$ cat config.mk
export PLATFORM = sky130hd
export DESIGN_NAME = zbus_glue_top
export DESIGN_NICKNAME = d
export VERILOG_FILES = /design/src/logic/zbus_pkg.sv /design/src/logic/bank_mapper.sv /design/src/logic/bus_strobe_sync.sv /design/src/logic/io_port_decoder.sv /design/src/logic/key_fifo.sv /design/src/logic/zbus_glue_top.sv
export SDC_FILE = /design/constraint.sdc
export NUM_CORES = 1
export LEC_CHECK = 0
export BUFFER_PORTS_ARGS = -buffer_cell sky130_fd_sc_hd__buf_2
export CORE_MARGIN = 2
export CORE_UTILIZATION = 60
export DETAILED_ROUTE_END_ITERATION = 8
export PLACE_DENSITY_LB_ADDON = 0.15
export REMOVE_ABC_BUFFERS = 1
export SYNTH_ARGS = -nofsm -noshare
export SYNTH_HDL_FRONTEND = slang
export SYNTH_SLANG_ARGS = --single-unit
$ cat constraint.sdc
create_clock -name clk -period 7.2 [get_ports clk]
set_input_delay 1.08 -clock clk [delete_from_list [all_inputs] [get_ports clk]]
set_output_delay 1.08 -clock clk [all_outputs]
set_load 0.02 [all_outputs]
$ cat src/logic/zbus_pkg.sv
`default_nettype none

package zbus_pkg;

    ////////////////////////////////////////////////////////////////////////////
    // Bus widths and types
    ////////////////////////////////////////////////////////////////////////////
    localparam int addr_w = 16;
    localparam int data_w = 8;
    localparam int page_w = 6;
    localparam int ba_w   = 5;     // External bank address for 512KB in 16KB pages

    typedef logic [data_w-1:0] byte_t;
    typedef logic [page_w-1:0] page_t;

    ////////////////////////////////////////////////////////////////////////////
    // IO port map
    ////////////////////////////////////////////////////////////////////////////
    localparam byte_t io_bank_base = 8'hF0;    // F0-F3
    localparam byte_t io_kbbuf     = 8'hFA;
    localparam byte_t io_sysctrl   = 8'hFB;
    localparam byte_t io_cassette  = 8'hFC;
    localparam byte_t io_cpm       = 8'hFD;    // Write only
    localparam byte_t io_printer   = 8'hFE;
    localparam byte_t io_keyb      = 8'hFF;

    // Memory pages
    localparam page_t page_cart_lo = 6'd16;
    localparam page_t page_cart_hi = 6'd19;
    localparam page_t page_ram_lo  = 6'd32;    // 32-63 all RAM

    // a[13:11] pattern of the sysram window 3800-3FFF
    localparam logic [2:0] overlay_sel = 3'b111;

    // Bank registers after reset with index 0 in the low byte
    // Bank 0 has overlay and read-only set
    localparam byte_t [3:0] bank_reset = {8'h13, 8'h22, 8'h21, 8'hC0};

    localparam int kbbuf_depth = 16;

endpackage

`default_nettype wire

$ cat src/logic/bank_mapper.sv
`timescale 1ns/100ps
`default_nettype none

module bank_mapper (
    input  logic                        clk,
    input  logic                        reset,
    input  logic [zbus_pkg::addr_w-1:0] a,
    input  logic                        mreq_n,
    input  logic                        iorq_n,
    input  logic                        wr_n,
    input  logic                        bus_write,
    input  logic                        dis_regs,
    input  zbus_pkg::byte_t             wrdata,
    output zbus_pkg::byte_t             bank_rddata,
    output logic                        bank_hit,
    output logic [zbus_pkg::ba_w-1:0]   ba,
    output logic                        ram_ce_n,
    output logic                        cart_ce_n,
    output logic                        ram_we_n
);

    import zbus_pkg::*;

    byte_t bank_r [4];     // IO F0-F3

    ////////////////////////////////////////////////////////////////////////////
    // Bank registers
    ////////////////////////////////////////////////////////////////////////////
    logic sel_io_bank;

    assign sel_io_bank = !dis_regs && !iorq_n && a[7:2] == io_bank_base[7:2];

    always_ff @(posedge clk or posedge reset) begin
        if (reset) begin
            for (int i = 0; i < 4; i++)
                bank_r[i] <= bank_reset[i];
        end else if (sel_io_bank && bus_write) begin
            bank_r[a[1:0]] <= wrdata;
        end
    end

    assign bank_hit    = sel_io_bank;
    assign bank_rddata = bank_r[a[1:0]];

    ////////////////////////////////////////////////////////////////////////////
    // Memory decode
    ////////////////////////////////////////////////////////////////////////////
    byte_t bank;
    page_t bank_page;
    logic  bank_overlay;
    logic  bank_ro;

    assign bank         = bank_r[a[15:14]];    // One register per 16KB quarter
    assign bank_page    = bank[page_w-1:0];
    assign bank_overlay = bank[6];
    assign bank_ro      = bank[7];

    logic sel_mem_sysram;
    logic allow_sel_mem;
    logic sel_mem_cart;
    logic sel_mem_ram;

    // 3800-3FFF within the bank
    assign sel_mem_sysram = !mreq_n && bank_overlay && a[13:11] == overlay_sel;

    // Writes to a read-only bank select nothing
    assign allow_sel_mem = !mreq_n && !sel_mem_sysram && (wr_n || !bank_ro);

    assign sel_mem_cart = allow_sel_mem && bank_page >= page_cart_lo
                          && bank_page <= page_cart_hi;
    assign sel_mem_ram  = (allow_sel_mem && bank_page >= page_ram_lo) || sel_mem_sysram;

    assign ram_we_n  = !(!wr_n && (sel_mem_sysram || (sel_mem_ram && !bank_ro)));
    assign ram_ce_n  = !sel_mem_ram;
    assign cart_ce_n = !sel_mem_cart;

    // Sysram sits in page 32, which is bank 0 of the RAM chip
    assign ba = sel_mem_sysram ? '0 : bank_page[ba_w-1:0];

    a_one_chip_enable: assert property (@(posedge clk) disable iff (reset)
        !(!ram_ce_n && !cart_ce_n));

endmodule

`default_nettype wire

$ cat src/logic/bus_strobe_sync.sv
`timescale 1ns/100ps
`default_nettype none

module bus_strobe_sync (
    input  logic            clk,
    input  logic            reset,
    input  logic            rd_n,
    input  logic            wr_n,
    input  zbus_pkg::byte_t d_in,
    output logic            bus_read,
    output logic            bus_write,
    output zbus_pkg::byte_t wrdata
);

    logic [2:0] rd_n_r;
    logic [2:0] wr_n_r;

    // Strobes idle high, so the chains come out of reset as ones
    always_ff @(posedge clk or posedge reset) begin
        if (reset) begin
            rd_n_r <= 3'b111;
            wr_n_r <= 3'b111;
        end else begin
            rd_n_r <= {rd_n_r[1:0], rd_n};
            wr_n_r <= {wr_n_r[1:0], wr_n};
        end
    end

    // Falling edge seen between stage 1 and stage 2
    assign bus_read  = rd_n_r[2:1] == 2'b10;
    assign bus_write = wr_n_r[2:1] == 2'b10;

    // Last value on the bus before wr_n rises
    always_ff @(posedge clk) begin
        if (!wr_n)
            wrdata <= d_in;
    end

    // The Z80 never asserts both strobes in one cycle
    a_no_rd_wr_overlap: assert property (@(posedge clk) disable iff (reset)
        !(bus_read && bus_write));

endmodule

`default_nettype wire

$ cat src/logic/io_port_decoder.sv
`timescale 1ns/100ps
`default_nettype none

module io_port_decoder (
    input  logic                        clk,
    input  logic                        reset,
    input  logic [zbus_pkg::addr_w-1:0] a,
    input  logic                        iorq_n,
    input  logic                        rd_n,
    input  logic                        bus_read,
    input  logic                        bus_write,
    input  zbus_pkg::byte_t             wrdata,
    input  zbus_pkg::byte_t             bank_rddata,
    input  logic                        bank_hit,
    input  logic [63:0]                 keys,
    input  logic                        cassette_in,
    input  logic                        printer_in,
    input  logic                        kb_push,
    input  zbus_pkg::byte_t             kb_push_data,
    output logic                        dis_regs,
    output logic                        cassette_out,
    output logic                        printer_out,
    output logic                        cpm_remap,
    output zbus_pkg::byte_t             d_out,
    output logic                        d_oe
);

    import zbus_pkg::*;

    logic sel_kbbuf;
    logic sel_sysctrl;
    logic sel_cassette;
    logic sel_cpm;
    logic sel_printer;
    logic sel_keyb;

    assign sel_kbbuf    = !iorq_n && a[7:0] == io_kbbuf;
    assign sel_sysctrl  = !iorq_n && a[7:0] == io_sysctrl;
    assign sel_cassette = !iorq_n && a[7:0] == io_cassette;
    assign sel_cpm      = !iorq_n && a[7:0] == io_cpm;
    assign sel_printer  = !iorq_n && a[7:0] == io_printer;
    assign sel_keyb     = !iorq_n && a[7:0] == io_keyb;

    ////////////////////////////////////////////////////////////////////////////
    // Control registers and input synchronizers
    ////////////////////////////////////////////////////////////////////////////
    logic       turbo_r;
    logic       dis_psgs_r;
    logic [2:0] cassette_in_r;
    logic [2:0] printer_in_r;

    always_ff @(posedge clk or posedge reset) begin
        if (reset) begin
            {turbo_r, dis_psgs_r, dis_regs} <= 3'b000;
            cassette_out <= 1'b0;
            printer_out  <= 1'b0;
            cpm_remap    <= 1'b0;
        end else if (bus_write) begin
            if (sel_sysctrl)  {turbo_r, dis_psgs_r, dis_regs} <= wrdata[2:0];
            if (sel_cassette) cassette_out <= wrdata[0];
            if (sel_printer)  printer_out  <= wrdata[0];
            if (sel_cpm)      cpm_remap    <= wrdata[0];
        end
    end

    always_ff @(posedge clk or posedge reset) begin
        if (reset) begin
            cassette_in_r <= '0;
            printer_in_r  <= '0;
        end else begin
            cassette_in_r <= {cassette_in_r[1:0], cassette_in};
            printer_in_r  <= {printer_in_r[1:0], printer_in};
        end
    end

    ////////////////////////////////////////////////////////////////////////////
    // Keyboard matrix and buffer
    ////////////////////////////////////////////////////////////////////////////
    byte_t kb_byte;

    // A low address bit among a[15:8] enables that row
    always_comb begin
        kb_byte = 8'hFF;
        for (int row = 0; row < 8; row++) begin
            if (!a[8+row])
                kb_byte = kb_byte & keys[8*row +: 8];
        end
    end

    byte_t kb_head;

    key_fifo key_fifo (
        .clk       (clk),
        .reset     (reset),
        .clear     (sel_kbbuf && bus_write),   // Any write to FA flushes
        .push      (kb_push),
        .pop       (sel_kbbuf && bus_read),
        .push_data (kb_push_data),
        .head      (kb_head)
    );

    ////////////////////////////////////////////////////////////////////////////
    // Read mux
    ////////////////////////////////////////////////////////////////////////////
    byte_t rddata;
    logic  sel_local_rd;

    // FD is write-only and never drives the bus
    assign sel_local_rd = sel_kbbuf | sel_sysctrl | sel_cassette | sel_printer | sel_keyb;

    always_comb begin
        rddata = '0;
        if (bank_hit)     rddata = bank_rddata;                                 // F0-F3
        if (sel_kbbuf)    rddata = kb_head;
        if (sel_sysctrl)  rddata = {5'b0, turbo_r, dis_psgs_r, dis_regs};
        if (sel_cassette) rddata = {7'b0, !cassette_in_r[2]};
        if (sel_printer)  rddata = {7'b0, printer_in_r[2]};
        if (sel_keyb)     rddata = kb_byte;
    end

    assign d_oe  = !rd_n && (bank_hit || sel_local_rd);
    assign d_out = rddata;

endmodule

`default_nettype wire

$ cat src/logic/key_fifo.sv
`timescale 1ns/100ps
`default_nettype none

module key_fifo #(
    parameter int depth = zbus_pkg::kbbuf_depth    // Power of two
) (
    input  logic            clk,
    input  logic            reset,
    input  logic            clear,
    input  logic            push,
    input  logic            pop,
    input  zbus_pkg::byte_t push_data,
    output zbus_pkg::byte_t head
);

    import zbus_pkg::*;

    localparam int ptr_w = $clog2(depth);

    byte_t            mem [depth];
    logic [ptr_w-1:0] wr_ptr;
    logic [ptr_w-1:0] rd_ptr;
    logic [ptr_w:0]   count;

    logic full;
    logic empty;
    logic do_push;
    logic do_pop;

    assign full  = count == (ptr_w+1)'(depth);
    assign empty = count == '0;

    // Clear wins over anything else this cycle
    assign do_push = push && !full && !clear;
    assign do_pop  = pop && !empty && !clear;

    always_ff @(posedge clk or posedge reset) begin
        if (reset) begin
            wr_ptr <= '0;
            rd_ptr <= '0;
            count  <= '0;
        end else if (clear) begin
            wr_ptr <= '0;
            rd_ptr <= '0;
            count  <= '0;
        end else begin
            if (do_push) wr_ptr <= wr_ptr + 1'b1;
            if (do_pop)  rd_ptr <= rd_ptr + 1'b1;
            case ({do_push, do_pop})
                2'b10:   count <= count + 1'b1;
                2'b01:   count <= count - 1'b1;
                default: count <= count;
            endcase
        end
    end

    always_ff @(posedge clk) begin
        if (do_push)
            mem[wr_ptr] <= push_data;
    end

    assign head = empty ? '0 : mem[rd_ptr];    // Reads 00 when empty

    // Occupancy stays within depth and agrees with the pointer distance
    a_count_bound: assert property (@(posedge clk) disable iff (reset)
        count <= (ptr_w+1)'(depth) && count[ptr_w-1:0] == wr_ptr - rd_ptr);

endmodule

`default_nettype wire

$ cat src/logic/zbus_glue_top.sv
`timescale 1ns/100ps
`default_nettype none

module zbus_glue_top (
    input  logic                        clk,
    input  logic                        reset,

    // Z80 bus
    input  logic [zbus_pkg::addr_w-1:0] a,
    input  zbus_pkg::byte_t             d_in,
    output zbus_pkg::byte_t             d_out,
    output logic                        d_oe,
    input  logic                        rd_n,
    input  logic                        wr_n,
    input  logic                        mreq_n,
    input  logic                        iorq_n,

    // External memory
    output logic [zbus_pkg::ba_w-1:0]   ba,
    output logic                        ram_ce_n,     // 512KB RAM
    output logic                        cart_ce_n,
    output logic                        ram_we_n,

    // Keyboard matrix and buffer filler
    input  logic [63:0]                 keys,
    input  zbus_pkg::byte_t             kb_push_data,
    input  logic                        kb_push,

    input  logic                        cassette_in,
    input  logic                        printer_in,
    output logic                        cassette_out,
    output logic                        printer_out,
    output logic                        cpm_remap
);

    import zbus_pkg::*;

    logic  bus_read;
    logic  bus_write;
    byte_t wrdata;
    logic  dis_regs;
    byte_t bank_rddata;
    logic  bank_hit;

    bus_strobe_sync bus_strobe_sync (
        .clk       (clk),
        .reset     (reset),
        .rd_n      (rd_n),
        .wr_n      (wr_n),
        .d_in      (d_in),
        .bus_read  (bus_read),
        .bus_write (bus_write),
        .wrdata    (wrdata)
    );

    bank_mapper bank_mapper (
        .clk         (clk),
        .reset       (reset),
        .a           (a),
        .mreq_n      (mreq_n),
        .iorq_n      (iorq_n),
        .wr_n        (wr_n),
        .bus_write   (bus_write),
        .dis_regs    (dis_regs),
        .wrdata      (wrdata),
        .bank_rddata (bank_rddata),
        .bank_hit    (bank_hit),
        .ba          (ba),
        .ram_ce_n    (ram_ce_n),
        .cart_ce_n   (cart_ce_n),
        .ram_we_n    (ram_we_n)
    );

    io_port_decoder io_port_decoder (
        .clk          (clk),
        .reset        (reset),
        .a            (a),
        .iorq_n       (iorq_n),
        .rd_n         (rd_n),
        .bus_read     (bus_read),
        .bus_write    (bus_write),
        .wrdata       (wrdata),
        .bank_rddata  (bank_rddata),
        .bank_hit     (bank_hit),
        .keys         (keys),
        .cassette_in  (cassette_in),
        .printer_in   (printer_in),
        .kb_push      (kb_push),
        .kb_push_data (kb_push_data),
        .dis_regs     (dis_regs),
        .cassette_out (cassette_out),
        .printer_out  (printer_out),
        .cpm_remap    (cpm_remap),
        .d_out        (d_out),
        .d_oe         (d_oe)
    );

endmodule

`default_nettype wire

**Word level (Yosys, flattened, before mapping)**

Memory sizes are Yosys's and may differ from the RTL's.
Cells that the tools add are included.
Widths: inputs -> output; s select.

- Output and inout port bits: 20
- Logic and storage cells: 140
- Bits of input ports: 105
- Bits in writable memories: 128
- Memories kept: 1
- Register bits after elaboration: 71

- Reduce and logical (&&, ||, !) cells: 52
- Eq/ne operators: 13
- $lt $le $gt $ge: 6
- Mux-type cells: 33
- Add/subtract/negate cells: 4
- Bitwise operators: 13

Memory list:

| memory | words | width | rd ports | clocked after memory_dff | write ports | RTL line | source |
|---|---|---|---|---|---|---|---|
| io_port_decoder.key_fifo.mem | 16 | 8 | 1 | 0 | 1 | key_fifo.sv:20 | `byte_t mem [depth];` |

Operators with widths:

| kind | number |
|---|---|
| $mux 8 | 20 |
| $and 8x8->8 | 7 |
| $eq 8x8->1 const B | 6 |
| $bmux 8 s2 | 2 |
| $bwmux 32 | 1 |
| $logic_and 1x1->1 | 26 |
| $demux 8 s2 | 1 |
| $mux 4 | 4 |
| $logic_not 1->1 | 14 |
| $mux 5 | 2 |
| $pmux 5 s2 | 1 |
| $add 4x1->4 const B | 2 |
| $reduce_and 2->1 | 4 |
| $eq 2x2->1 const B | 3 |
| $eq 6x6->1 const B | 1 |
| $ge 3x3->1 const B | 2 |
| $ge 6x5->1 const B | 1 |
| $ge 6x6->1 const B | 1 |
| $le 6x5->1 const B | 1 |
| $not 2->3 | 2 |
| $add 5x1->5 const B | 1 |
| $eq 5x5->1 const B | 1 |
| $logic_not 5->1 | 1 |
| $sub 5x1->5 const B | 1 |
| other kinds (8) | 16 |

**Depth between registers and ports, before layout**

- Depth in word-level cells: 16
- Gate-level depth with buffers: 11
- Gate-level depth less buffers: 10

**Cells and area by module**

Synthesis repeated with hierarchy kept, for this count alone.

- Cells, all modules: 570
- Area, all modules: 9282.7 um^2

By module, submodules not included:

| module | times used | area an instance (um^2) | sequential area each (um^2) | cells each |
|---|---|---|---|---|
| key_fifo | 1 | 5972.0 | 4169.0 | 309 |
| bank_mapper | 1 | 1767.9 | 812.0 | 112 |
| io_port_decoder | 1 | 1109.8 | 300.3 | 131 |
| bus_strobe_sync | 1 | 432.9 | 397.9 | 18 |

**Worst setup path before layout**

Ideal clock, no wire load.

- Path kind: in2out
- Start: input port a[1] in the netlist's numbering
- End: output port d_oe
- Slack: 3.322 ns
- Arrival: 2.798 ns
- Stages on the path: 4
- Required time: 6.120 ns
- Buffers on the path: 2
- Cells stage by stage: buf_2 > buf_1 > o21ai_0 > a2111oi_0

- Cells in the longest elaborated chain, start to end: 8
- Elaborated cells between the ends (all ways): 16
- Classes of those cells: eq/ne: 5; bitwise: 4; reduce/logical: 7

RTL lines:

| element | RTL line | source |
|---|---|---|
| start: declaration | zbus_glue_top.sv:9 | `input logic [zbus_pkg::addr_w-1:0] a,` |
| $eq 8x8->1 (on tied branches) | io_port_decoder.sv:37, io_port_decoder.sv:38 |  |
| $logic_and 1x1->1 (on tied branches) | io_port_decoder.sv:37, io_port_decoder.sv:38 |  |
| $or 1x1->1 (3 in series) | io_port_decoder.sv:109 | `assign sel_local_rd = sel_kbbuf \| sel_sysctrl \| sel_cassette \| sel_printer \| sel_keyb;` |
| $or 1x1->1 * | io_port_decoder.sv:109 |  |
| $logic_or 1x1->1 * | io_port_decoder.sv:121 | `assign d_oe = !rd_n && (bank_hit \|\| sel_local_rd);` |
| $logic_and 1x1->1 * | io_port_decoder.sv:121 |  |
| end: declaration | zbus_glue_top.sv:12 | `output logic d_oe,` |

Mark *: on every way between the ends. The rest lies on a longest branch, timed or not.

**Worst setup path in the final report**

- Start: input port a[1] in the netlist's numbering
- End: output port d_out[0]

- Cells in the longest elaborated chain, start to end: 10
- Elaborated cells between the ends (all ways): 20
- Classes of those cells: eq/ne: 5; mux: 9; bitwise: 1; reduce/logical: 5

RTL lines:

| element | RTL line | source |
|---|---|---|
| $not 2->3 (not written as such) | bank_mapper.sv:43 | `assign bank_rddata = bank_r[a[1:0]];` |
| $bmux 8 s2 | bank_mapper.sv:43 |  |
| $mux 8 (not written as such) (2 in series) | bank_mapper.sv:43 |  |
| $mux 8 | io_port_decoder.sv:113 | `if (bank_hit) rddata = bank_rddata;` |
| $mux 8 | io_port_decoder.sv:114 | `if (sel_kbbuf) rddata = kb_head;` |
| $mux 8 | io_port_decoder.sv:115 | `if (sel_sysctrl) rddata = {5'b0, turbo_r, dis_psgs_r, dis_regs};` |
| $mux 8 | io_port_decoder.sv:116 | `if (sel_cassette) rddata = {7'b0, !cassette_in_r[2]};` |
| $mux 8 | io_port_decoder.sv:117 | `if (sel_printer) rddata = {7'b0, printer_in_r[2]};` |
| $mux 8 * | io_port_decoder.sv:118 | `if (sel_keyb) rddata = kb_byte;` |
| end: declaration | zbus_glue_top.sv:11 | `output zbus_pkg::byte_t d_out,` |

Mark *: on every way between the ends. The rest lies on a longest branch, timed or not. The select of a mux whose other input is x is not followed.

==> key figures <==
Outcome
  – Status: finished clean

Finish
  – Share of layout cells above drive strength 1: 37.7%
  – Area delta synth->final: 15.1%
  – Fillcell total: 998
  – NumNets Final: 833
  – Diodes inserted: 0
  – Layout Cells excl Fill: 920

Routing
  – Via/cell ratio: 6.34
  – DRT iter0 DRCs: 515
  – Via count: 5,836
  – Final wirelength: 20,400 um
  – Final ANT Viol Nets: 0
  – Drt drc: 0
  – Average wire per standard cell: 22.1 um
  – DR pass1 iterations: 5

Timing
  – # setup viols final: 0
  – Max-slew violation count: 0
  – Worst relative slew slack: 40.5%
  – Minimum clock period: 4.19 ns
  – Worst-Margin Slew: 0.889 ns
  – Final Hold Fails: 0
  – Clock skew: 0.00864 ns
  – RSZ-0062 raised after global routing: no
  – Period utilization: 58.2%
  – FMAX: 238 MHz
  – Final TNS setup: 0 ns

Logic synthesis
  – Post-Synthesis Cells: 598
  – Post-synth EDFFs: 136
  – Post-synth ARST share: 31.7%
  – Avg Synthesized Cell Area: 15.2 sq um
  – Synth warnings: 0
  – Compound-Gate Fraction of Synth Area: 8.05%
  – Top_reg_cell synth: edfxtp_1
  – Post-Synth XOR/XNOR Area: 0.673%
  – Largest family of logic cells by synthesized area: multiplexers
  – Adder-Cell Fraction of Synth Area: 1.32%
  – Seq/Total Area, Yosys: 62.3%
  – Flops & latches, synth: 199
  – Post-synthesis mux area share: 17.1%
  – Post-synth cell types: 65
  – Mapped Area: 0.00911 sq mm
  – Post-synthesis simple-gate area fraction: 8.07%

Die
  – Initial Util: 60.6%
  – Ports: 125
  – Die Y: 127 um
  – Full die area: 0.0162 sq mm
  – Core Box Area: 0.0150 sq mm
  – Die X: 127 um
  – Num rows: 45

Critical path
  – Peak fanout along the critical path: 22
  – CP delay by family, top: compound AO/OA/AOI/OAI gates
  – CP bufs+invs: 3
  – WP data arrival: 3.11 ns
  – Type of origin of the critical path: primary input
  – Crit-path slowest cell: or3_1
  – Endpoint class of the critical path: output pin
  – Most frequent CP cell: buf_2
  – CP required: 6.12 ns
  – Crit path cell chain: buf_2, inv_1, a211o_1, or3_1, a211oi_1, o32a_1, buf_2
  – Crit-path max cell delay: 0.50 ns
  – Critical path type: in -> out

GRT
  – Vias in the first global route: 5,855
  – Largest net degree at the start of global routing: 64
  – GR Overflow Total: 0
  – Initial antenna violation count: 0
  – First-pass GRT wire length: 31,200 um
  – GRT Resource Usage Total: 25.8%

Clocking
  – Root Driver: clkbuf_16
  – CTS-repair resized insts: 0
  – H-Tree Depth: 4
  – Worst skew pair latency: 0.43 ns
  – TritonCTS clock tree: built
  – Post-CTS setup buffer count: 0
  – CTS buffer count: 17
  – Clock slew at reported path FFs: 0.07 ns
  – CTS Sinks: 199
  – Clk buf depth: 2
  – Post-CTS Hold Buffers: 0

Power and ir drop
  – Peak supply drop: 207 uV
  – Leakage: 3.98 nW
  – PwrDens: 255 mW/mm^2

Placed design
  – Post-DP HPWL: 14,400 um
  – Gp weighted congestion: 0.868
  – Placed insts: 888
  – Input/output buffers: 124

Job
  – Max_cap viols: 0

Min path
  – Class of the worst hold path: reg -> reg
synthesized netlist by cell type (all sizes together) (6+ instances only):
master,count,share of area [%]
nand3,6,0.47
mux2,43,5.3
a221oi,6,0.58
dfstp,15,4.3
a22oi,7,0.58
nor3,9,0.67
and2,9,0.62
a211o,6,0.58
buf,14,0.95
nor2b,10,0.69
nor2,25,1.0
mux4,33,8.2
clkbuf,17,0.73
nor4,19,1.5
nand2,18,0.77
a21oi,10,0.55
ha,8,1.1
o21ai,10,0.55
edfxtp,136,45
o22ai,47,3.2
dfrtp,48,13
inv,18,0.74
mux2i,33,3.7
layout by cell type, fill, tap and decap left out, types with 7 or more instances in the layout:
| cell type | count |
|---|---|
| inv_1 | 17 |
| mux4_2 | 33 |
| buf_2 | 124 |
| mux2_2 | 43 |
| mux2i_1 | 32 |
| and2_1 | 9 |
| buf_4 | 9 |
| nor4_1 | 16 |
| a21oi_1 | 10 |
| dfrtp_1 | 47 |
| nor3_1 | 7 |
| edfxtp_1 | 136 |
| ha_1 | 8 |
| nor2b_1 | 10 |
| dfstp_2 | 15 |
| a22oi_1 | 7 |
| clkbuf_16 | 17 |
| o22ai_1 | 47 |
| nor2_1 | 25 |
| nand2_1 | 17 |
layer usage:
metal  vias up  global-route usage [%]  share of wire, %
met2       265                    46.9                53
met5         -                       0                 0
met4         0                    9.05               2.2
met3        38                    4.56               5.2
met1      2914                    31.1                40
li1       2619                       -                 -
stage by stage:
stage	hold WS, ns	setup slack, ns	cell area [sq um]	power (W)	utilization (%)
4_1_cts	0.352	2.96	10500	0.00269	69.8
3_5_place_dp	0.335	3.04	9880	0.00172	65.7
3_3_place_gp	0.333	3.12	9880	0.00170	65.7
2_1_floorplan	0.331	3.08	8960	0.00159	-
5_1_grt	0.362	2.87	10500	0.00278	69.8
6_report	0.351	3.01	10500	0.00268	69.8
kinds of logic (layout without fill, tap and decap cells):
logic type	count (synthesis)	count (layout)
and+or+nand+nor	119	119
DFF	199	199
buffers and inverters	49	183
adders and majority gates	9	9
xor gates and xnor gates	7	7
AOI/OAI and AO/OA	106	106
muxes	109	109
flip-flops by register name (all words and copies together) (netlist names), 3 cells and up:
register                         flops
io_port_decoder.key_fifo.wr_ptr      4
io_port_decoder.key_fifo.mem       128
bus_strobe_sync.wrdata               8
bank_mapper.bank_r                  32
io_port_decoder.printer_in_r         3
io_port_decoder.key_fifo.count       5
bus_strobe_sync.wr_n_r               3
io_port_decoder.key_fifo.rd_ptr      4
bus_strobe_sync.rd_n_r               3
io_port_decoder.cassette_in_r        3
path summary, 6_finish.rpt:
kind                                                                        to  slack [ns]  cells after the start                                     startpoint
worst min-delay path                io_port_decoder.cassette_in_r[1]$_DFF_PP0_        0.35                      0     io_port_decoder.cassette_in_r[0]$_DFF_PP0_
worst min register to register      io_port_decoder.cassette_in_r[1]$_DFF_PP0_        0.35                      0     io_port_decoder.cassette_in_r[0]$_DFF_PP0_
worst max register to register   io_port_decoder.key_fifo.count[4]$_DFFE_PP0P_        4.25                     10  io_port_decoder.key_fifo.count[1]$_DFFE_PP0P_
max in group asynchronous       io_port_decoder.key_fifo.rd_ptr[0]$_DFFE_PP0P_        5.80                      3                                          reset
worst max-delay path                                                  d_out[0]        3.01                      7                                           a[1]
min in group asynchronous            io_port_decoder.printer_in_r[1]$_DFF_PP0_        0.85                      3                                          reset
worst reg2reg max path, cell delays in order (launching register included):
cell and delay, ns:
dfrtp_1 0.41, nor4_2 0.59, a21bo_2 0.29, nand4_1 0.15, inv_1 0.15, ha_1 0.27, nor2b_1 0.14, o21a_1 0.20
or3_1 0.31, o2111ai_1 0.18, o211ai_1 0.11
power by group:
group | leakage (nW) | switching, W | total [W] | internal [W]
clock | 0.302 | 0.000444 | 0.000972 | 0.000528
sequential | 2.02 | 0.0000624 | 0.00140 | 0.00133
combinational | 1.66 | 0.000186 | 0.000309 | 0.000123
final cells by class:
class	count	area [sq um]	area share (%)
Sequential cell	199	5680	54.2
Multi-Input combinational cell	350	3210	30.6
Clock buffer	17	425	4.06
Timing Repair Buffer	133	688	6.56
Inverter	18	67.6	0.644
Tap cell	188	235	2.24
Clock inverter	15	181	1.73
Power figures use the tool's default switching activity.
